File: src/design/evc_pkg.sv
package evc_pkg;

  localparam int axi_data_width = 32;   // Bus data and register word size
  localparam int axi_addr_width = 32;
  localparam int addr_lsb       = 2;    // Byte offset bits, ignored in addresses
  localparam int num_channels   = 4;
  localparam int cfg_words      = 2;
  localparam int sts_words      = 5;

  // Config word 0 holds enable and clear, word 1 the shared limit
  typedef struct packed
  {
    logic [axi_data_width-1:0]                limit;     // Word 1
    logic [axi_data_width-2*num_channels-1:0] reserved;
    logic [num_channels-1:0]                  clear;     // Word 0 bits 7..4
    logic [num_channels-1:0]                  enable;    // Word 0 bits 3..0
  } cfg_t;

  // Status words 0..3 are the counts, word 4 the limit flags
  typedef struct packed
  {
    logic [axi_data_width-num_channels-1:0]      reserved;
    logic [num_channels-1:0]                     flags;     // Word 4
    logic [num_channels-1:0][axi_data_width-1:0] count;     // count[i] in word i
  } sts_t;

  typedef enum logic
  {
    wr_idle,
    wr_resp
  } wr_state_t;

endpackage

File: src/design/axi_cfg_register.sv
`timescale 1ns/1ps

module axi_cfg_register
(
  input  logic                                                  aclk,
  input  logic                                                  aresetn,

  input  logic [evc_pkg::axi_addr_width-1:0]                    s_axi_awaddr,
  input  logic                                                  s_axi_awvalid,
  output logic                                                  s_axi_awready,
  input  logic [evc_pkg::axi_data_width-1:0]                    s_axi_wdata,
  input  logic                                                  s_axi_wvalid,
  output logic                                                  s_axi_wready,
  output logic [1:0]                                            s_axi_bresp,
  output logic                                                  s_axi_bvalid,
  input  logic                                                  s_axi_bready,
  input  logic [evc_pkg::axi_addr_width-1:0]                    s_axi_araddr,
  input  logic                                                  s_axi_arvalid,
  output logic                                                  s_axi_arready,
  output logic [evc_pkg::axi_data_width-1:0]                    s_axi_rdata,
  output logic [1:0]                                            s_axi_rresp,
  output logic                                                  s_axi_rvalid,
  input  logic                                                  s_axi_rready,

  output logic [evc_pkg::cfg_words*evc_pkg::axi_data_width-1:0] cfg_data
);

  import evc_pkg::*;

  logic [axi_data_width-1:0]          int_cfg_regs [cfg_words];
  wr_state_t                          wr_state_reg, wr_state_next;
  logic                               int_wready_reg, int_wready_next;
  logic                               int_bvalid_reg, int_bvalid_next;
  logic                               int_arready_reg, int_arready_next;
  logic                               int_rvalid_reg, int_rvalid_next;
  logic [axi_data_width-1:0]          int_rdata_reg, int_rdata_next;
  logic [axi_data_width-1:0]          rd_word;
  logic [axi_addr_width-addr_lsb-1:0] wr_index;
  logic [axi_addr_width-addr_lsb-1:0] rd_index;
  logic                               wr_accept;
  logic                               rd_accept;

  assign wr_index  = s_axi_awaddr[axi_addr_width-1:addr_lsb];
  assign rd_index  = s_axi_araddr[axi_addr_width-1:addr_lsb];
  assign wr_accept = (wr_state_reg == wr_idle) & s_axi_awvalid & s_axi_wvalid;
  // A new read waits until the previous data has been taken
  assign rd_accept = s_axi_arvalid & ~int_arready_reg & ~int_rvalid_reg;

  always_ff @(posedge aclk)
  begin
    if (!aresetn)
    begin
      for (int i = 0; i < cfg_words; i++)
      begin
        int_cfg_regs[i] <= '0;                    // All channels disabled
      end
    end
    else if (wr_accept)
    begin
      for (int i = 0; i < cfg_words; i++)
      begin
        if (wr_index == i)
        begin
          int_cfg_regs[i] <= s_axi_wdata;         // Out-of-range writes are dropped
        end
      end
    end
  end

  always_comb
  begin
    wr_state_next   = wr_state_reg;
    int_wready_next = 1'b0;                       // One-cycle pulse
    int_bvalid_next = int_bvalid_reg;
    case (wr_state_reg)
      wr_idle:
      begin
        if (wr_accept)
        begin
          int_wready_next = 1'b1;
          int_bvalid_next = 1'b1;
          wr_state_next   = wr_resp;
        end
      end
      wr_resp:
      begin
        if (s_axi_bready)
        begin
          int_bvalid_next = 1'b0;
          wr_state_next   = wr_idle;
        end
      end
      default: wr_state_next = wr_idle;
    endcase
  end

  always_comb
  begin
    rd_word = '0;                                 // Unmapped words read zero
    for (int i = 0; i < cfg_words; i++)
    begin
      if (rd_index == i)
      begin
        rd_word = int_cfg_regs[i];
      end
    end
  end

  always_comb
  begin
    int_arready_next = 1'b0;
    int_rvalid_next  = int_rvalid_reg;
    int_rdata_next   = int_rdata_reg;
    if (rd_accept)
    begin
      int_arready_next = 1'b1;
      int_rvalid_next  = 1'b1;
      int_rdata_next   = rd_word;
    end
    if (s_axi_rready & int_rvalid_reg)
    begin
      int_rvalid_next = 1'b0;
    end
  end

  always_ff @(posedge aclk)
  begin
    if (!aresetn)
    begin
      wr_state_reg    <= wr_idle;
      int_wready_reg  <= 1'b0;
      int_bvalid_reg  <= 1'b0;
      int_arready_reg <= 1'b0;
      int_rvalid_reg  <= 1'b0;
    end
    else
    begin
      wr_state_reg    <= wr_state_next;
      int_wready_reg  <= int_wready_next;
      int_bvalid_reg  <= int_bvalid_next;
      int_arready_reg <= int_arready_next;
      int_rvalid_reg  <= int_rvalid_next;
    end
  end

  always_ff @(posedge aclk)
  begin
    int_rdata_reg <= int_rdata_next;
  end

  genvar j;
  generate
    for (j = 0; j < cfg_words; j++)
    begin : g_flat
      assign cfg_data[j*axi_data_width +: axi_data_width] = int_cfg_regs[j];
    end
  endgenerate

  assign s_axi_awready = int_wready_reg;          // Address and data taken together
  assign s_axi_wready  = int_wready_reg;
  assign s_axi_bresp   = 2'd0;
  assign s_axi_bvalid  = int_bvalid_reg;
  assign s_axi_arready = int_arready_reg;
  assign s_axi_rdata   = int_rdata_reg;
  assign s_axi_rresp   = 2'd0;
  assign s_axi_rvalid  = int_rvalid_reg;

  assert property (@(posedge aclk) disable iff (!aresetn)
    (wr_state_reg == wr_idle) |-> !s_axi_bvalid);

  assert property (@(posedge aclk) disable iff (!aresetn)
    s_axi_arready |=> !s_axi_arready);

endmodule

File: src/design/axi_sts_register.sv
`timescale 1ns/1ps

module axi_sts_register
(
  input  logic                                                  aclk,
  input  logic                                                  aresetn,

  input  logic [evc_pkg::sts_words*evc_pkg::axi_data_width-1:0] sts_data,

  input  logic [evc_pkg::axi_addr_width-1:0]                    s_axi_araddr,
  input  logic                                                  s_axi_arvalid,
  output logic                                                  s_axi_arready,
  output logic [evc_pkg::axi_data_width-1:0]                    s_axi_rdata,
  output logic [1:0]                                            s_axi_rresp,
  output logic                                                  s_axi_rvalid,
  input  logic                                                  s_axi_rready
);

  import evc_pkg::*;

  logic                               int_arready_reg, int_arready_next;
  logic                               int_rvalid_reg, int_rvalid_next;
  logic [axi_data_width-1:0]          int_rdata_reg, int_rdata_next;
  logic [axi_data_width-1:0]          rd_word;
  logic [axi_addr_width-addr_lsb-1:0] rd_index;
  logic                               rd_accept;

  assign rd_index  = s_axi_araddr[axi_addr_width-1:addr_lsb];
  assign rd_accept = s_axi_arvalid & ~int_arready_reg & ~int_rvalid_reg;

  always_comb
  begin
    rd_word = '0;                                 // Index past the last word
    for (int i = 0; i < sts_words; i++)
    begin
      if (rd_index == i)
      begin
        rd_word = sts_data[i*axi_data_width +: axi_data_width];
      end
    end
  end

  always_comb
  begin
    int_arready_next = 1'b0;
    int_rvalid_next  = int_rvalid_reg;
    int_rdata_next   = int_rdata_reg;
    if (rd_accept)
    begin
      int_arready_next = 1'b1;
      int_rvalid_next  = 1'b1;
      int_rdata_next   = rd_word;                 // Snapshot of the live status
    end
    if (s_axi_rready & int_rvalid_reg)
    begin
      int_rvalid_next = 1'b0;
    end
  end

  always_ff @(posedge aclk)
  begin
    if (!aresetn)
    begin
      int_arready_reg <= 1'b0;
      int_rvalid_reg  <= 1'b0;
    end
    else
    begin
      int_arready_reg <= int_arready_next;
      int_rvalid_reg  <= int_rvalid_next;
    end
  end

  always_ff @(posedge aclk)
  begin
    int_rdata_reg <= int_rdata_next;
  end

  assign s_axi_arready = int_arready_reg;
  assign s_axi_rdata   = int_rdata_reg;
  assign s_axi_rresp   = 2'd0;
  assign s_axi_rvalid  = int_rvalid_reg;

  // Counts keep moving, the returned word must not
  assert property (@(posedge aclk) disable iff (!aresetn)
    (s_axi_rvalid && !s_axi_rready) |=> $stable(s_axi_rdata));

endmodule

File: src/design/event_counter_bank.sv
`timescale 1ns/1ps

module event_counter_bank
(
  input  logic                             aclk,
  input  logic                             aresetn,
  input  logic [evc_pkg::num_channels-1:0] event_in,
  input  evc_pkg::cfg_t                    cfg,
  output evc_pkg::sts_t                    sts
);

  import evc_pkg::*;

  logic [num_channels-1:0]                     event_reg;
  logic [num_channels-1:0]                     event_rise;
  logic [num_channels-1:0]                     at_limit;
  logic [num_channels-1:0][axi_data_width-1:0] count_reg;
  logic [num_channels-1:0]                     flags_reg;

  always_ff @(posedge aclk)
  begin
    if (!aresetn)
    begin
      event_reg <= '0;
    end
    else
    begin
      event_reg <= event_in;                      // Delayed copy for edge detect
    end
  end

  assign event_rise = event_in & ~event_reg;

  always_comb
  begin
    for (int i = 0; i < num_channels; i++)
    begin
      // A zero limit never raises a flag
      at_limit[i] = (cfg.limit != '0) && (count_reg[i] >= cfg.limit);
    end
  end

  always_ff @(posedge aclk)
  begin
    if (!aresetn)
    begin
      count_reg <= '0;
      flags_reg <= '0;
    end
    else
    begin
      for (int i = 0; i < num_channels; i++)
      begin
        if (cfg.clear[i])
        begin
          count_reg[i] <= '0;
          flags_reg[i] <= 1'b0;
        end
        else
        begin
          if (cfg.enable[i] && event_rise[i])
          begin
            count_reg[i] <= count_reg[i] + 1'b1;  // Wraps at 32 bits
          end
          if (at_limit[i])
          begin
            flags_reg[i] <= 1'b1;                 // Sticky until clear
          end
        end
      end
    end
  end

  assign sts.reserved = '0;
  assign sts.flags    = flags_reg;
  assign sts.count    = count_reg;

  // Clear bits come from the config block one cycle behind the write
  assert property (@(posedge aclk) disable iff (!aresetn)
    (cfg.clear != '0) |=> ((sts.flags & $past(cfg.clear)) == '0));

endmodule

File: src/design/evc_top.sv
`timescale 1ns/1ps

module evc_top
(
  input  logic                                 aclk,
  input  logic                                 aresetn,
  input  logic [evc_pkg::num_channels-1:0]     event_in,

  input  logic [evc_pkg::axi_addr_width-1:0]   s_axi_cfg_awaddr,
  input  logic                                 s_axi_cfg_awvalid,
  output logic                                 s_axi_cfg_awready,
  input  logic [evc_pkg::axi_data_width-1:0]   s_axi_cfg_wdata,
  input  logic                                 s_axi_cfg_wvalid,
  output logic                                 s_axi_cfg_wready,
  output logic [1:0]                           s_axi_cfg_bresp,
  output logic                                 s_axi_cfg_bvalid,
  input  logic                                 s_axi_cfg_bready,
  input  logic [evc_pkg::axi_addr_width-1:0]   s_axi_cfg_araddr,
  input  logic                                 s_axi_cfg_arvalid,
  output logic                                 s_axi_cfg_arready,
  output logic [evc_pkg::axi_data_width-1:0]   s_axi_cfg_rdata,
  output logic [1:0]                           s_axi_cfg_rresp,
  output logic                                 s_axi_cfg_rvalid,
  input  logic                                 s_axi_cfg_rready,

  input  logic [evc_pkg::axi_addr_width-1:0]   s_axi_sts_araddr,
  input  logic                                 s_axi_sts_arvalid,
  output logic                                 s_axi_sts_arready,
  output logic [evc_pkg::axi_data_width-1:0]   s_axi_sts_rdata,
  output logic [1:0]                           s_axi_sts_rresp,
  output logic                                 s_axi_sts_rvalid,
  input  logic                                 s_axi_sts_rready
);

  import evc_pkg::*;

  logic [cfg_words*axi_data_width-1:0] cfg_data;   // Flat config words
  sts_t                                sts;

  axi_cfg_register u_cfg
  (
    .aclk          (aclk),
    .aresetn       (aresetn),
    .s_axi_awaddr  (s_axi_cfg_awaddr),
    .s_axi_awvalid (s_axi_cfg_awvalid),
    .s_axi_awready (s_axi_cfg_awready),
    .s_axi_wdata   (s_axi_cfg_wdata),
    .s_axi_wvalid  (s_axi_cfg_wvalid),
    .s_axi_wready  (s_axi_cfg_wready),
    .s_axi_bresp   (s_axi_cfg_bresp),
    .s_axi_bvalid  (s_axi_cfg_bvalid),
    .s_axi_bready  (s_axi_cfg_bready),
    .s_axi_araddr  (s_axi_cfg_araddr),
    .s_axi_arvalid (s_axi_cfg_arvalid),
    .s_axi_arready (s_axi_cfg_arready),
    .s_axi_rdata   (s_axi_cfg_rdata),
    .s_axi_rresp   (s_axi_cfg_rresp),
    .s_axi_rvalid  (s_axi_cfg_rvalid),
    .s_axi_rready  (s_axi_cfg_rready),
    .cfg_data      (cfg_data)
  );

  event_counter_bank u_bank
  (
    .aclk     (aclk),
    .aresetn  (aresetn),
    .event_in (event_in),
    .cfg      (cfg_t'(cfg_data)),
    .sts      (sts)
  );

  axi_sts_register u_sts
  (
    .aclk          (aclk),
    .aresetn       (aresetn),
    .sts_data      (sts),                           // Packed status, word 0 at the bottom
    .s_axi_araddr  (s_axi_sts_araddr),
    .s_axi_arvalid (s_axi_sts_arvalid),
    .s_axi_arready (s_axi_sts_arready),
    .s_axi_rdata   (s_axi_sts_rdata),
    .s_axi_rresp   (s_axi_sts_rresp),
    .s_axi_rvalid  (s_axi_sts_rvalid),
    .s_axi_rready  (s_axi_sts_rready)
  );

endmodule

File: config.mk
export PLATFORM = sky130hd
export DESIGN_NAME = evc_top
export DESIGN_NICKNAME = d
export VERILOG_FILES = /design/src/design/evc_pkg.sv /design/src/design/axi_cfg_register.sv /design/src/design/axi_sts_register.sv /design/src/design/event_counter_bank.sv /design/src/design/evc_top.sv
export SDC_FILE = /design/constraint.sdc
export NUM_CORES = 1
export LEC_CHECK = 0
export BUFFER_PORTS_ARGS = -buffer_cell sky130_fd_sc_hd__buf_2
export CORE_ASPECT_RATIO = 1.25
export CORE_MARGIN = 2
export CORE_UTILIZATION = 48
export CTS_CLUSTER_DIAMETER = 30
export DETAILED_ROUTE_END_ITERATION = 7
export HOLD_SLACK_MARGIN = 0.15
export MAX_ROUTING_LAYER = met4
export PLACE_DENSITY = 0.81
export SKIP_LAST_GASP = 1
export SYNTH_ARGS = -nofsm -noshare
export SYNTH_HDL_FRONTEND = slang
export SYNTH_SLANG_ARGS = --single-unit
File: constraint.sdc
create_clock -name aclk -period 3.5 [get_ports aclk]
set_clock_uncertainty 0.1 [all_clocks]
set_input_delay 0.525 -clock aclk [delete_from_list [all_inputs] [get_ports aclk]]
set_output_delay 0.525 -clock aclk [all_outputs]
set_load 0.02 [all_outputs]
==> results of run 1 <==
## kinds of logic (layout without fill, tap and decap cells)
group | count (synthesis) | after routing
AOI/OAI and AO/OA | 160 | 160
xor gates and xnor gates | 107 | 107
adders and majority gates | 132 | 132
buffers and inverters | 109 | 368
DFF | 271 | 271
muxes | 62 | 62
other | 1 | 6
and+or+nand+nor | 608 | 608
## synth_stat cells, types with 38 or more instances
library cell	count
sky130_fd_sc_hd__a21oi_1	66
sky130_fd_sc_hd__xor2_1	58
sky130_fd_sc_hd__nand2_1	92
sky130_fd_sc_hd__inv_1	53
sky130_fd_sc_hd__and3_1	52
sky130_fd_sc_hd__ha_1	132
sky130_fd_sc_hd__nor2b_1	41
sky130_fd_sc_hd__clkbuf_1	42
sky130_fd_sc_hd__nor2_1	187
sky130_fd_sc_hd__edfxtp_1	128
sky130_fd_sc_hd__nand4_1	41
sky130_fd_sc_hd__nand3_1	50
sky130_fd_sc_hd__o21ai_0	38
sky130_fd_sc_hd__xnor2_1	49
sky130_fd_sc_hd__dfxtp_1	143
## path summary, 6_finish.rpt
check / depth (start not counted) / start / end
hold / removal: 3 / s_axi_cfg_bready / u_cfg.s_axi_bvalid$_SDFFE_PN0P_
setup / recovery: 8 / event_in[0] / u_bank.sts[26]$_SDFFE_PP0P_
hold reg to reg: 1 / u_cfg.s_axi_bvalid$_SDFFE_PN0P_ / u_cfg.s_axi_bvalid$_SDFFE_PN0P_
setup reg to reg: 7 / u_cfg.int_cfg_regs[0][46]$_DFFE_PP_ / u_bank.flags_reg[1]$_SDFFE_PP0P_
## routing by layer
| layer | wire length (um) | part of all wire | GRT usage |
|---|---|---|---|
| met1 | 15500 | 0.39 | 0.301 |
| met2 | 19800 | 0.50 | 0.424 |
| met3 | 2760 | 0.070 | 0.0366 |
| met4 | 1640 | 0.041 | 0.109 |
| met5 | 0 | 0 | - |
## cell type report
| cell class | instances | area (um2) | share of cell area |
|---|---|---|---|
| Multi-Input combinational cell | 1075 | 7760 | 0.431 |
| Sequential cell | 271 | 6710 | 0.373 |
| Clock buffer | 60 | 1290 | 0.0716 |
| Timing Repair Buffer | 228 | 1220 | 0.0679 |
| Tap cell | 407 | 509 | 0.0283 |
| Clock inverter | 26 | 308 | 0.0171 |
| Inverter | 54 | 203 | 0.0113 |
## where the power goes
part           leakage, nW  switching, mW  total, mW  internal [mW]
logic                 4.11          0.295      0.465          0.170
registers             2.48         0.0317       3.42           3.39
clock network        0.775           1.60       4.59           2.99
## critical path: stages
cell	delay (ns)
sky130_fd_sc_hd__dlygate4sd3_1	0.52
sky130_fd_sc_hd__buf_2	0.11
sky130_fd_sc_hd__and3b_1	0.48
sky130_fd_sc_hd__nand4_1	0.32
sky130_fd_sc_hd__or3_1	0.59
sky130_fd_sc_hd__nor2b_1	0.19
sky130_fd_sc_hd__xnor2_1	0.14
sky130_fd_sc_hd__nor2_1	0.06
==> results.md, run 1 <==
- Status: finished, final reports clean
- Count of endpoints failing hold in the final timing report: 0
- Layout fillers: 2,449
- Share of flip-flops with an asynchronous set or reset: 0
- Proportion of synthesized area in mux cells: 0.0656
- Worst setup slack for register-to-register paths: 0.97 ns
- Gpl congestion: 0.947
- Drt drc: 0
- Xor and xnor fraction of the mapped netlist area: 0.0631
- Overall overflow remaining after global route: 0
- Post CTS Setup Buffer Count: 0
- Std cell rows: 72
- Number of search-and-repair iterations in the first detailed-routing pass: 6
- Total half-perimeter wirelength after legalization and detailed placement: 29,000 um
- Area of the die: 0.0324 mm2
- Synth unique cells: 61
- Initial core utilization: 0.484
- Syn. warnings: 0
- Required time of the worst setup path: 3.81 ns
- Ys flop type: sky130_fd_sc_hd__dfxtp_1
- Clock H-tree levels: 2
- Post-synthesis cell area: 0.0149 mm2
- Top-level port count: 218
- Data arrival time of the critical path: 2.94 ns
- Hold crit path type: input port to register
- Critical path start-end classification: input port to register
- Final instance count without filler cells: 2,121
- Total via count after detailed routing: 12.2k
- Width of the chip: 161 um
- Post-DRT Antenna Nets: 0
- Leading cell types in the layout, fill and taps excluded: 205 x sky130_fd_sc_hd__buf_2, 187 x sky130_fd_sc_hd__nor2_1, 143 x sky130_fd_sc_hd__dfxtp_1, 132 x sky130_fd_sc_hd__ha_1, 128 x sky130_fd_sc_hd__edfxtp_1
- Hold slack: 0.185 ns
- Post-synthesis share of cell area spent on full adders, half adders and majority gates: 0.111
- Total GRT Usage: 0.252
- Maximum VDD drop: 0.358 mV
- Final Cell Area: 0.0180 mm2
- Element type at the critical path start: input port
- Gate count of the mapped netlist: 1,450
- Area grow syn2layout: 21.1%
- Fraction of post-synthesis cell area in the top cell type by area: 0.259
- Cell count after placement: 2,031
- Utilization of the core after routing: 0.586
- Post-route setup TNS: 0 ns
- Flip-flop and latch count after synthesis: 271
- CTS Hold Bufs: 4
- Die span in y: 201 um
- Via/cell ratio: 5.73
- Post-route minimum period: 2.63 ns
- Maximum capacitance violations: 0
- Minimum setup slack after placement: 0.708 ns
- Number of flops mapped to enable cells by yosys: 128
- Total of cells resized after clock tree synthesis: 0
- Pin count of the biggest net entering global routing: 49
- Post-Synthesis Mean Instance Area: 10.2 um2
- PD cells: 471 mW/mm2
- Worst Setup End Kind: register
- Initial antenna violation count: 0
- Max reg flops: 128
- Clock transition at the register clock pins on the worst setup and hold paths after CTS: 0.06 ns
- Number of global-route vias before repair: 12.5k
- Relative slew margins: 0.329
- Area fraction in and, or, nand and nor cells after synthesis: 0.216
- Number of pins with negative max-slew slack in the final report: 0
- Setup slack after layout: 0.869 ns
- Share of the clock period used by the worst path: 0.752
- Clock sink count: 271
- Synth area leaders: sky130_fd_sc_hd__edfxtp_1 26%, sky130_fd_sc_hd__dfxtp_1 19%, sky130_fd_sc_hd__ha_1 11%
- Leakage component of the power: 7.36 nW
- Placed cell area: 0.0164 mm2
- Cell taking the most area after synthesis: sky130_fd_sc_hd__edfxtp_1
- Number of buffers created by CTS: 46
- Wire length of the first global-routing pass: 63,100 um
- Critical Path Fanout Max: 9
- Clock insertion delay at the later pin of the skew report: 0.54 ns
- Total Power Consumption: 8.48 mW
- Mean routed wirelength per cell: 18.7 um
- TritonCTS clock tree: done
- Buffer type at the clock tree root: sky130_fd_sc_hd__clkbuf_16
- Unrepaired setup endpoints after global routing: false
- Wirelength, routed: 39,600 um
- Diode insertion count for antenna repair: 0
- Share of cells above drive strength 1: 0.205
- Least-Margin Pin Slew: 1.01 ns
- Dominant combinational cell family by area after synthesis: simple AND/OR/NAND/NOR gates
- Floorplan core area: 0.0307 mm2
- Most common library cell in the layout ignoring fill and taps: sky130_fd_sc_hd__buf_2
- Iteration-0 DRC Markers: 1,062
- Post-layout net count: 1,949
- Final-report setup violation count: 0
- Peak Freq: 0.380 GHz
- Synthesized-area fraction occupied by ao, oa, aoi and oai cells: 0.0626
- Sequential-to-total area share from yosys stat: 0.452
- Max clock buf depth: 3
- Port Buffers: 205
Power figures use the tool's default switching activity.
==> inputs of run 2 (changes only) <==
==> constraint.sdc (replaced) <==
create_clock -name aclk -period 2.4 [get_ports aclk]
set_clock_uncertainty 0.1 [all_clocks]
set_input_delay 0.36 -clock aclk [delete_from_list [all_inputs] [get_ports aclk]]
set_output_delay 0.36 -clock aclk [all_outputs]
set_load 0.02 [all_outputs]
==> results.md, run 2 (same netlist as run 1, synthesis figures left out) <==
- Wirelength, routed: 40,500 um (+2.3%)
- Die span in y: 201 um (unchanged)
- Maximum capacitance violations: 0 (unchanged)
- Diode insertion count for antenna repair: 0 (unchanged)
- Top-level port count: 218 (unchanged)
- Hold crit path type: input port to register
- Area grow syn2layout: 25.6%
- Endpoint of the lowest-slack register-to-register path: u_bank.flags_reg[1]$_SDFFE_PP0P_
- Length in cells of the worst reg-to-reg path: 8 (+1)
- Cell count after placement: 2,081 (+2.5%)
- Leading cell types in the layout, fill and taps excluded: 205 x sky130_fd_sc_hd__buf_2, 187 x sky130_fd_sc_hd__nor2_1, 143 x sky130_fd_sc_hd__dfxtp_1, 132 x sky130_fd_sc_hd__ha_1, 128 x sky130_fd_sc_hd__edfxtp_1
- Most common library cell in the layout ignoring fill and taps: sky130_fd_sc_hd__buf_2
- Iteration-0 DRC Markers: 993 (-6.5%)
- Hold Path Sink: u_cfg.s_axi_awready$_SDFF_PP0_
- TritonCTS clock tree: done
- PD cells: 628 mW/mm2 (+33%)
- Count of endpoints failing hold in the final timing report: 0 (unchanged)
- Gpl congestion: 0.993 (+4.8%)
- Least-Margin Pin Slew: 0.742 ns (-0.264 ns)
- Post-route setup TNS: 0 ns (unchanged)
- Clock insertion delay at the later pin of the skew report: 0.55 ns (about the same)
- Clock transition at the register clock pins on the worst setup and hold paths after CTS: 0.06 ns (about the same)
- Peak Freq: 0.428 GHz
- Relative slew margins: 0.505 (+0.176)
- Leakage component of the power: 7.74 nW (+5.1%)
- Clock H-tree levels: 2 (unchanged)
- Critical path start-end classification: register to register
- Critical Path Fanout Max: 4 (-5)
- Clock sink count: 271 (unchanged)
- Layout fillers: 2,418 (-1.3%)
- Port Buffers: 205 (unchanged)
- Post-DRT Antenna Nets: 0 (unchanged)
- Number of global-route vias before repair: 12.5k (+0.39%)
- Width of the chip: 161 um (unchanged)
- Number of pins with negative max-slew slack in the final report: 0 (unchanged)
- Initial antenna violation count: 0 (unchanged)
- Mean routed wirelength per cell: 18.4 um (-1.5%)
- Total via count after detailed routing: 12.6k (+3.4%)
- Status: finished, final reports clean
- Total half-perimeter wirelength after legalization and detailed placement: 30,200 um (+4.4%)
- Post CTS Setup Buffer Count: 0 (unchanged)
- Number of search-and-repair iterations in the first detailed-routing pass: 5 (-1)
- Std cell rows: 72 (unchanged)
- Worst setup slack for register-to-register paths: 0.06 ns (-0.91 ns)
- Minimum setup slack after placement: 0.0489 ns (-0.659 ns)
- Post-route minimum period: 2.34 ns
- Element type at the critical path start: register
- Final instance count without filler cells: 2,202 (+3.8%)
- Setup slack after layout: 0.0632 ns (-0.806 ns)
- Area of the die: 0.0324 mm2 (unchanged)
- Data arrival time of the critical path: 2.65 ns (-0.29 ns)
- Launch instance of the worst register-to-register path: u_cfg.int_cfg_regs[0][32]$_DFFE_PP_
- Start point of the worst hold path: s_axi_cfg_awvalid
- Overall overflow remaining after global route: 0 (unchanged)
- Initial core utilization: 0.484 (unchanged)
- Post-layout net count: 2,033 (+4.3%)
- Worst Hold Path Cells: 4 (+1)
- Worst Setup End Kind: register
- Total GRT Usage: 0.256 (+0.00387)
- Floorplan core area: 0.0307 mm2 (unchanged)
- Buffer type at the clock tree root: sky130_fd_sc_hd__clkbuf_16
- Share of the clock period used by the worst path: 0.974
- Hold slack: 0.201 ns (+0.0157 ns)
- Maximum VDD drop: 0.503 mV (+40%)
- Share of cells above drive strength 1: 0.226 (+0.0214)
- Max reg flops: 128 (unchanged)
- Final-report setup violation count: 0 (unchanged)
- Via/cell ratio: 5.71 (-0.41%)
- Drt drc: 0 (unchanged)
- Max clock buf depth: 3 (unchanged)
- Required time of the worst setup path: 2.71 ns (-1.10 ns)
- Pin count of the biggest net entering global routing: 45 (-8.2%)
- Wire length of the first global-routing pass: 64,300 um (+1.8%)
- Unrepaired setup endpoints after global routing: true
- Number of buffers created by CTS: 44 (-4.3%)
-- run 2: cell types whose count changed in the layout (fill, tap and decap cells not counted), sizes merged --
cell         before  now
buf             224  274
bufinv            5    1
inv              61   66
clkinv           11   16
dlygate4sd3       4   40
clkbuf           60   49
-- run 2: power by group --
| group | internal [mW] | switching (mW) | total [mW] |
|---|---|---|---|
| clock network | 3.59 | 2.38 | 5.98 |
| registers | 4.94 | 0.0451 | 4.99 |
| logic | 0.313 | 0.450 | 0.763 |
| total | 8.85 | 2.88 | 11.7 |
-- run 2: how the worst max path moves through the flow --
stage	startpoint	endpoint	slack, ns	depth (start not counted)
3_3_place_gp	s_axi_cfg_awaddr[17]	u_cfg.int_cfg_regs[0][24]$_DFFE_PP_	0.07	9
4_1_cts	u_cfg.int_cfg_regs[0][49]$_DFFE_PP_	u_bank.flags_reg[1]$_SDFFE_PP0P_	0.01	8
5_1_grt	u_cfg.int_cfg_regs[0][49]$_DFFE_PP_	u_bank.flags_reg[1]$_SDFFE_PP0P_	-0.05	8
3_5_place_dp	u_cfg.int_cfg_regs[0][49]$_DFFE_PP_	u_bank.flags_reg[1]$_SDFFE_PP0P_	0.05	8
6_report	u_cfg.int_cfg_regs[0][32]$_DFFE_PP_	u_bank.flags_reg[1]$_SDFFE_PP0P_	0.06	8
2_1_floorplan	s_axi_cfg_awaddr[9]	u_cfg.int_cfg_regs[0][0]$_DFFE_PP_	-0.15	5
-- run 2: timing repair --
item / CTS / global route
endpoints found under the hold margin: 72 / 0
endpoints found under the setup margin: 0 / 5
hold buffers: 40 / 0
gates resized for setup: 0 / 5
-- run 2: area by class of cell --
class | instances | area (um2) | area share
inverters | 54 | 203 | 0.0109
clock inverters | 32 | 280 | 0.0150
clock buffers | 49 | 1130 | 0.0605
well taps | 407 | 509 | 0.0273
multi-input cells | 1075 | 7800 | 0.418
flip-flops and latches | 271 | 6710 | 0.359
repair buffers | 314 | 2030 | 0.109
-- run 2: metal layers --
| layer | up-vias | track usage | wire length (um) |
|---|---|---|---|
| met5 | - | - | 0 |
| met4 | 0 | 0.105 | 1540 |
| met3 | 124 | 0.0397 | 2630 |
| met2 | 531 | 0.429 | 20100 |
| met1 | 6037 | 0.308 | 16300 |
| li1 | 5882 | - | - |
-- run 2: per-stage QoR --
stage	util	power (mW)	instance area [um2]
floorplan	-	5.47	14900
global placement	0.548	5.77	16800
detailed placement	0.548	5.79	16800
CTS	0.607	11.8	18600
global route	0.607	12.0	18700
finish	0.607	11.7	18700
-- run 2: worst max-delay path, cell delays in order, from the launching register on --
cell and delay, ns:
sky130_fd_sc_hd__edfxtp_1 0.51, sky130_fd_sc_hd__ha_1 0.33, sky130_fd_sc_hd__nand2b_1 0.14, sky130_fd_sc_hd__a211o_1 0.29, sky130_fd_sc_hd__a21oi_1 0.16, sky130_fd_sc_hd__nor4_1 0.06
sky130_fd_sc_hd__buf_4 0.13, sky130_fd_sc_hd__o41ai_1 0.35, sky130_fd_sc_hd__a211oi_1 0.13
==> inputs of run 3 (changes only) <==
--- a/config.mk
+++ b/config.mk
@@ -8,12 +8,12 @@
 export BUFFER_PORTS_ARGS = -buffer_cell sky130_fd_sc_hd__buf_2
 export CORE_ASPECT_RATIO = 1.25
 export CORE_MARGIN = 2
-export CORE_UTILIZATION = 48
+export CORE_UTILIZATION = 45
 export CTS_CLUSTER_DIAMETER = 30
 export DETAILED_ROUTE_END_ITERATION = 7
 export HOLD_SLACK_MARGIN = 0.15
 export MAX_ROUTING_LAYER = met4
-export PLACE_DENSITY = 0.81
+export PLACE_DENSITY = 0.77
 export SKIP_LAST_GASP = 1
 export SYNTH_ARGS = -nofsm -noshare
 export SYNTH_HDL_FRONTEND = slang
==> results.md, run 3 (same netlist as run 1, synthesis figures left out) <==
- Status: finished, final reports clean
- TritonCTS clock tree: done
- Clock transition at the register clock pins on the worst setup and hold paths after CTS: 0.06 ns (about the same)
- Final Cell Area: 0.0187 mm2 (+0.42%)
- Highest routing layer actually used: met4
- Iteration-0 DRC Markers: 737 (-26%)
- Diode insertion count for antenna repair: 0 (unchanged)
- Count of endpoints failing hold in the final timing report: 0 (unchanged)
- Layout fillers: 2,693 (+11%)
- Width of the chip: 166 um (+3.2%)
- Number of pins with negative max-slew slack in the final report: 0 (unchanged)
- Number of global-route vias before repair: 12.4k (-0.94%)
- WL met2: 20,300 um (+1.3%)
- Share of the clock period used by the worst path: 0.994 (+0.0204)
- Most common library cell in the layout ignoring fill and taps: sky130_fd_sc_hd__buf_2
- Clock insertion delay at the later pin of the skew report: 0.54 ns (about the same)
- Post-route minimum period: 2.39 ns (+0.0490 ns)
- Met3 routed wirelength: 2370 um (-9.7%)
- Final-report setup violation count: 0 (unchanged)
- Share of cells above drive strength 1: 0.231 (+0.00480)
- Path length in cells of the critical path: 8 (unchanged)
- Overall overflow remaining after global route: 0 (unchanged)
- Data arrival time of the critical path: 2.70 ns (+0.05 ns)
- Length in cells of the worst reg-to-reg path: 8 (unchanged)
- Area occupied by multi-input gates: 0.00779 mm2 (-0.11%)
- Maximum cell stage delay along the critical path: 0.42 ns (-0.09 ns)
- Final instance count without filler cells: 2,219 (+0.77%)
- Number of search-and-repair iterations in the first detailed-routing pass: 5 (unchanged)
- Max stage delay cell, worst path: sky130_fd_sc_hd__edfxtp_1
- Cell type with the highest occurrence count on the critical path: sky130_fd_sc_hd__a211oi_1
- Initial antenna violation count: 0 (unchanged)
- Storage element area: 0.00671 mm2 (unchanged)
- Wire length on met1: 16,400 um (+0.49%)
- Number of buffers created by CTS: 41 (-6.8%)
- Worst Setup End Kind: register
- Post-layout net count: 2,041 (+0.39%)
- Critical Path Fanout Max: 4 (unchanged)
- Floorplan core area: 0.0326 mm2 (+6.1%)
- Clock sink count: 271 (unchanged)
- Number of buffer and inverter instances along the worst setup path: 1 (unchanged)
- Total via count after detailed routing: 12.4k (-1.4%)
- Element type at the critical path start: register
- Pin count of the biggest net entering global routing: 47 (+4.4%)
- Placed cell area: 0.0169 mm2 (+0.38%)
- Wirelength, routed: 40,600 um (+0.16%)
- Wire length of the first global-routing pass: 63,700 um (-0.85%)
- Relative slew margins: 0.549 (+0.0437)
- Via/cell ratio: 5.59 (-2.1%)
- Clock H-tree levels: 2 (unchanged)
- Area grow syn2layout: 26.2%
- Leading cell types in the layout, fill and taps excluded: 205 x sky130_fd_sc_hd__buf_2, 187 x sky130_fd_sc_hd__nor2_1, 143 x sky130_fd_sc_hd__dfxtp_1, 132 x sky130_fd_sc_hd__ha_1, 128 x sky130_fd_sc_hd__edfxtp_1
- Post-DRT Antenna Nets: 0 (unchanged)
- PD cells: 635 mW/mm2 (+1.0%)
- Total half-perimeter wirelength after legalization and detailed placement: 30,600 um (+1.2%)
- Maximum capacitance violations: 0 (unchanged)
- Max clock buf depth: 3 (unchanged)
- Total GRT Usage: 0.236 (-0.0196)
- Std cell rows: 74 (+2.8%)
- Utilization of the core after routing: 0.575 (-0.0325)
- Cell count after placement: 2,102 (+1.0%)
- Critical path start-end classification: register to register
- Port Buffers: 205 (unchanged)
- Mean routed wirelength per cell: 18.3 um (-0.60%)
- Required time of the worst setup path: 2.71 ns (about the same)
- Drt drc: 0 (unchanged)
- Launch instance of the worst register-to-register path: u_cfg.int_cfg_regs[0][59]$_DFFE_PP_
- Start point of the worst hold path: s_axi_cfg_wvalid
- Gpl congestion: 0.945 (-4.8%)
- CP delay by family, top: compound AO/OA/AOI/OAI gates
- Top-level port count: 218 (unchanged)
- Leakage component of the power: 7.76 nW (+0.33%)
- Peak Freq: 0.419 GHz (-2.1%)
- Die span in y: 207 um (+3.2%)
- Unrepaired setup endpoints after global routing: true
- Max reg flops: 128 (unchanged)
- Least-Margin Pin Slew: 0.676 ns (-0.0656 ns)
- List of cells traversed by the critical path: inv_1, ha_1, nand2_1, nor2_1, a211oi_1, o21ai_0, a2111oi_2, a211oi_1
- Source of the critical timing path: u_cfg.int_cfg_regs[0][59]$_DFFE_PP_
- Maximum VDD drop: 0.484 mV (-3.6%)
- Worst Hold Path Cells: 4 (unchanged)
- Initial core utilization: 0.456 (-0.0278)
- Area of the die: 0.0345 mm2 (+6.5%)
- Hold crit path type: input port to register
- Buffer type at the clock tree root: sky130_fd_sc_hd__clkbuf_16
[run 3: cell count changes in the layout (fill, tap and decap cells not counted), moves of 2 or more]
cell	previous run	this run
sky130_fd_sc_hd__buf_12	7	5
sky130_fd_sc_hd__buf_4	62	74
sky130_fd_sc_hd__bufinv_16	1	3
sky130_fd_sc_hd__clkbuf_1	4	2
sky130_fd_sc_hd__clkinv_2	8	4
sky130_fd_sc_hd__clkinv_4	5	0
sky130_fd_sc_hd__inv_8	2	8
[run 3: what timing repair did]
action / 4_1_cts / 5_1_grt
pin swaps: 0 / 0
endpoints found under the hold margin: 73 / 0
gates resized for setup: 2 / 4
hold buffers: 41 / 0
setup buffers: 0 / 0
setup endpoints to repair: 1 / 4
[run 3: layer usage]
metal / track usage / vias to the layer above
met1: 0.279 / 5929
met2: 0.407 / 484
met5: - / -
met3: 0.0302 / 99
met4: 0.0972 / 0
li1: - / 5889
[run 3: final cells by class]
| type | instances | share of cell area |
|---|---|---|
| Multi-Input combinational cell | 1075 | 0.416 |
| Sequential cell | 271 | 0.358 |
| Timing Repair Buffer | 325 | 0.112 |
| Clock buffer | 45 | 0.0578 |
| Tap cell | 418 | 0.0279 |
| Clock inverter | 31 | 0.0182 |
| Inverter | 54 | 0.0108 |
[run 3: metrics by stage]
step / setup slack, ns / total power [mW] / setup TNS [ns] / hold slack, ns
final: 0.0142 / 11.9 / 0 / 0.203
after global routing: -0.0147 / 12.3 / -0.0147 / 0.218
after CTS: 0.0357 / 12.0 / 0 / 0.154
after detailed placement: -0.0897 / 5.79 / -2.81 / 0.383
after global placement: -0.0693 / 5.77 / -2.09 / 0.379
after floorplan: -0.153 / 5.47 / -4.90 / 0.375
[run 3: final timing paths]
check,to,slack [ns]
min reg2reg,u_cfg.s_axi_bvalid$_SDFFE_PN0P_,0.41
max,u_bank.flags_reg[1]$_SDFFE_PP0P_,0.01
min,u_cfg.s_axi_awready$_SDFF_PP0_,0.20
max reg2reg,u_bank.flags_reg[1]$_SDFFE_PP0P_,0.01
[run 3: report_power, final]
group / switching, mW / internal (mW) / total [mW]
Clock: 2.43 / 3.72 / 6.15
Sequential: 0.0422 / 4.94 / 4.98
Combinational: 0.450 / 0.317 / 0.767
[run 3: worst reg2reg max path: stages (launching register included)]
cell,delay [ns]
sky130_fd_sc_hd__edfxtp_1,0.42
sky130_fd_sc_hd__inv_1,0.21
sky130_fd_sc_hd__ha_1,0.30
sky130_fd_sc_hd__nand2_1,0.09
sky130_fd_sc_hd__nor2_1,0.06
sky130_fd_sc_hd__a211oi_1,0.31
sky130_fd_sc_hd__o21ai_0,0.22
sky130_fd_sc_hd__a2111oi_2,0.42
sky130_fd_sc_hd__a211oi_1,0.13
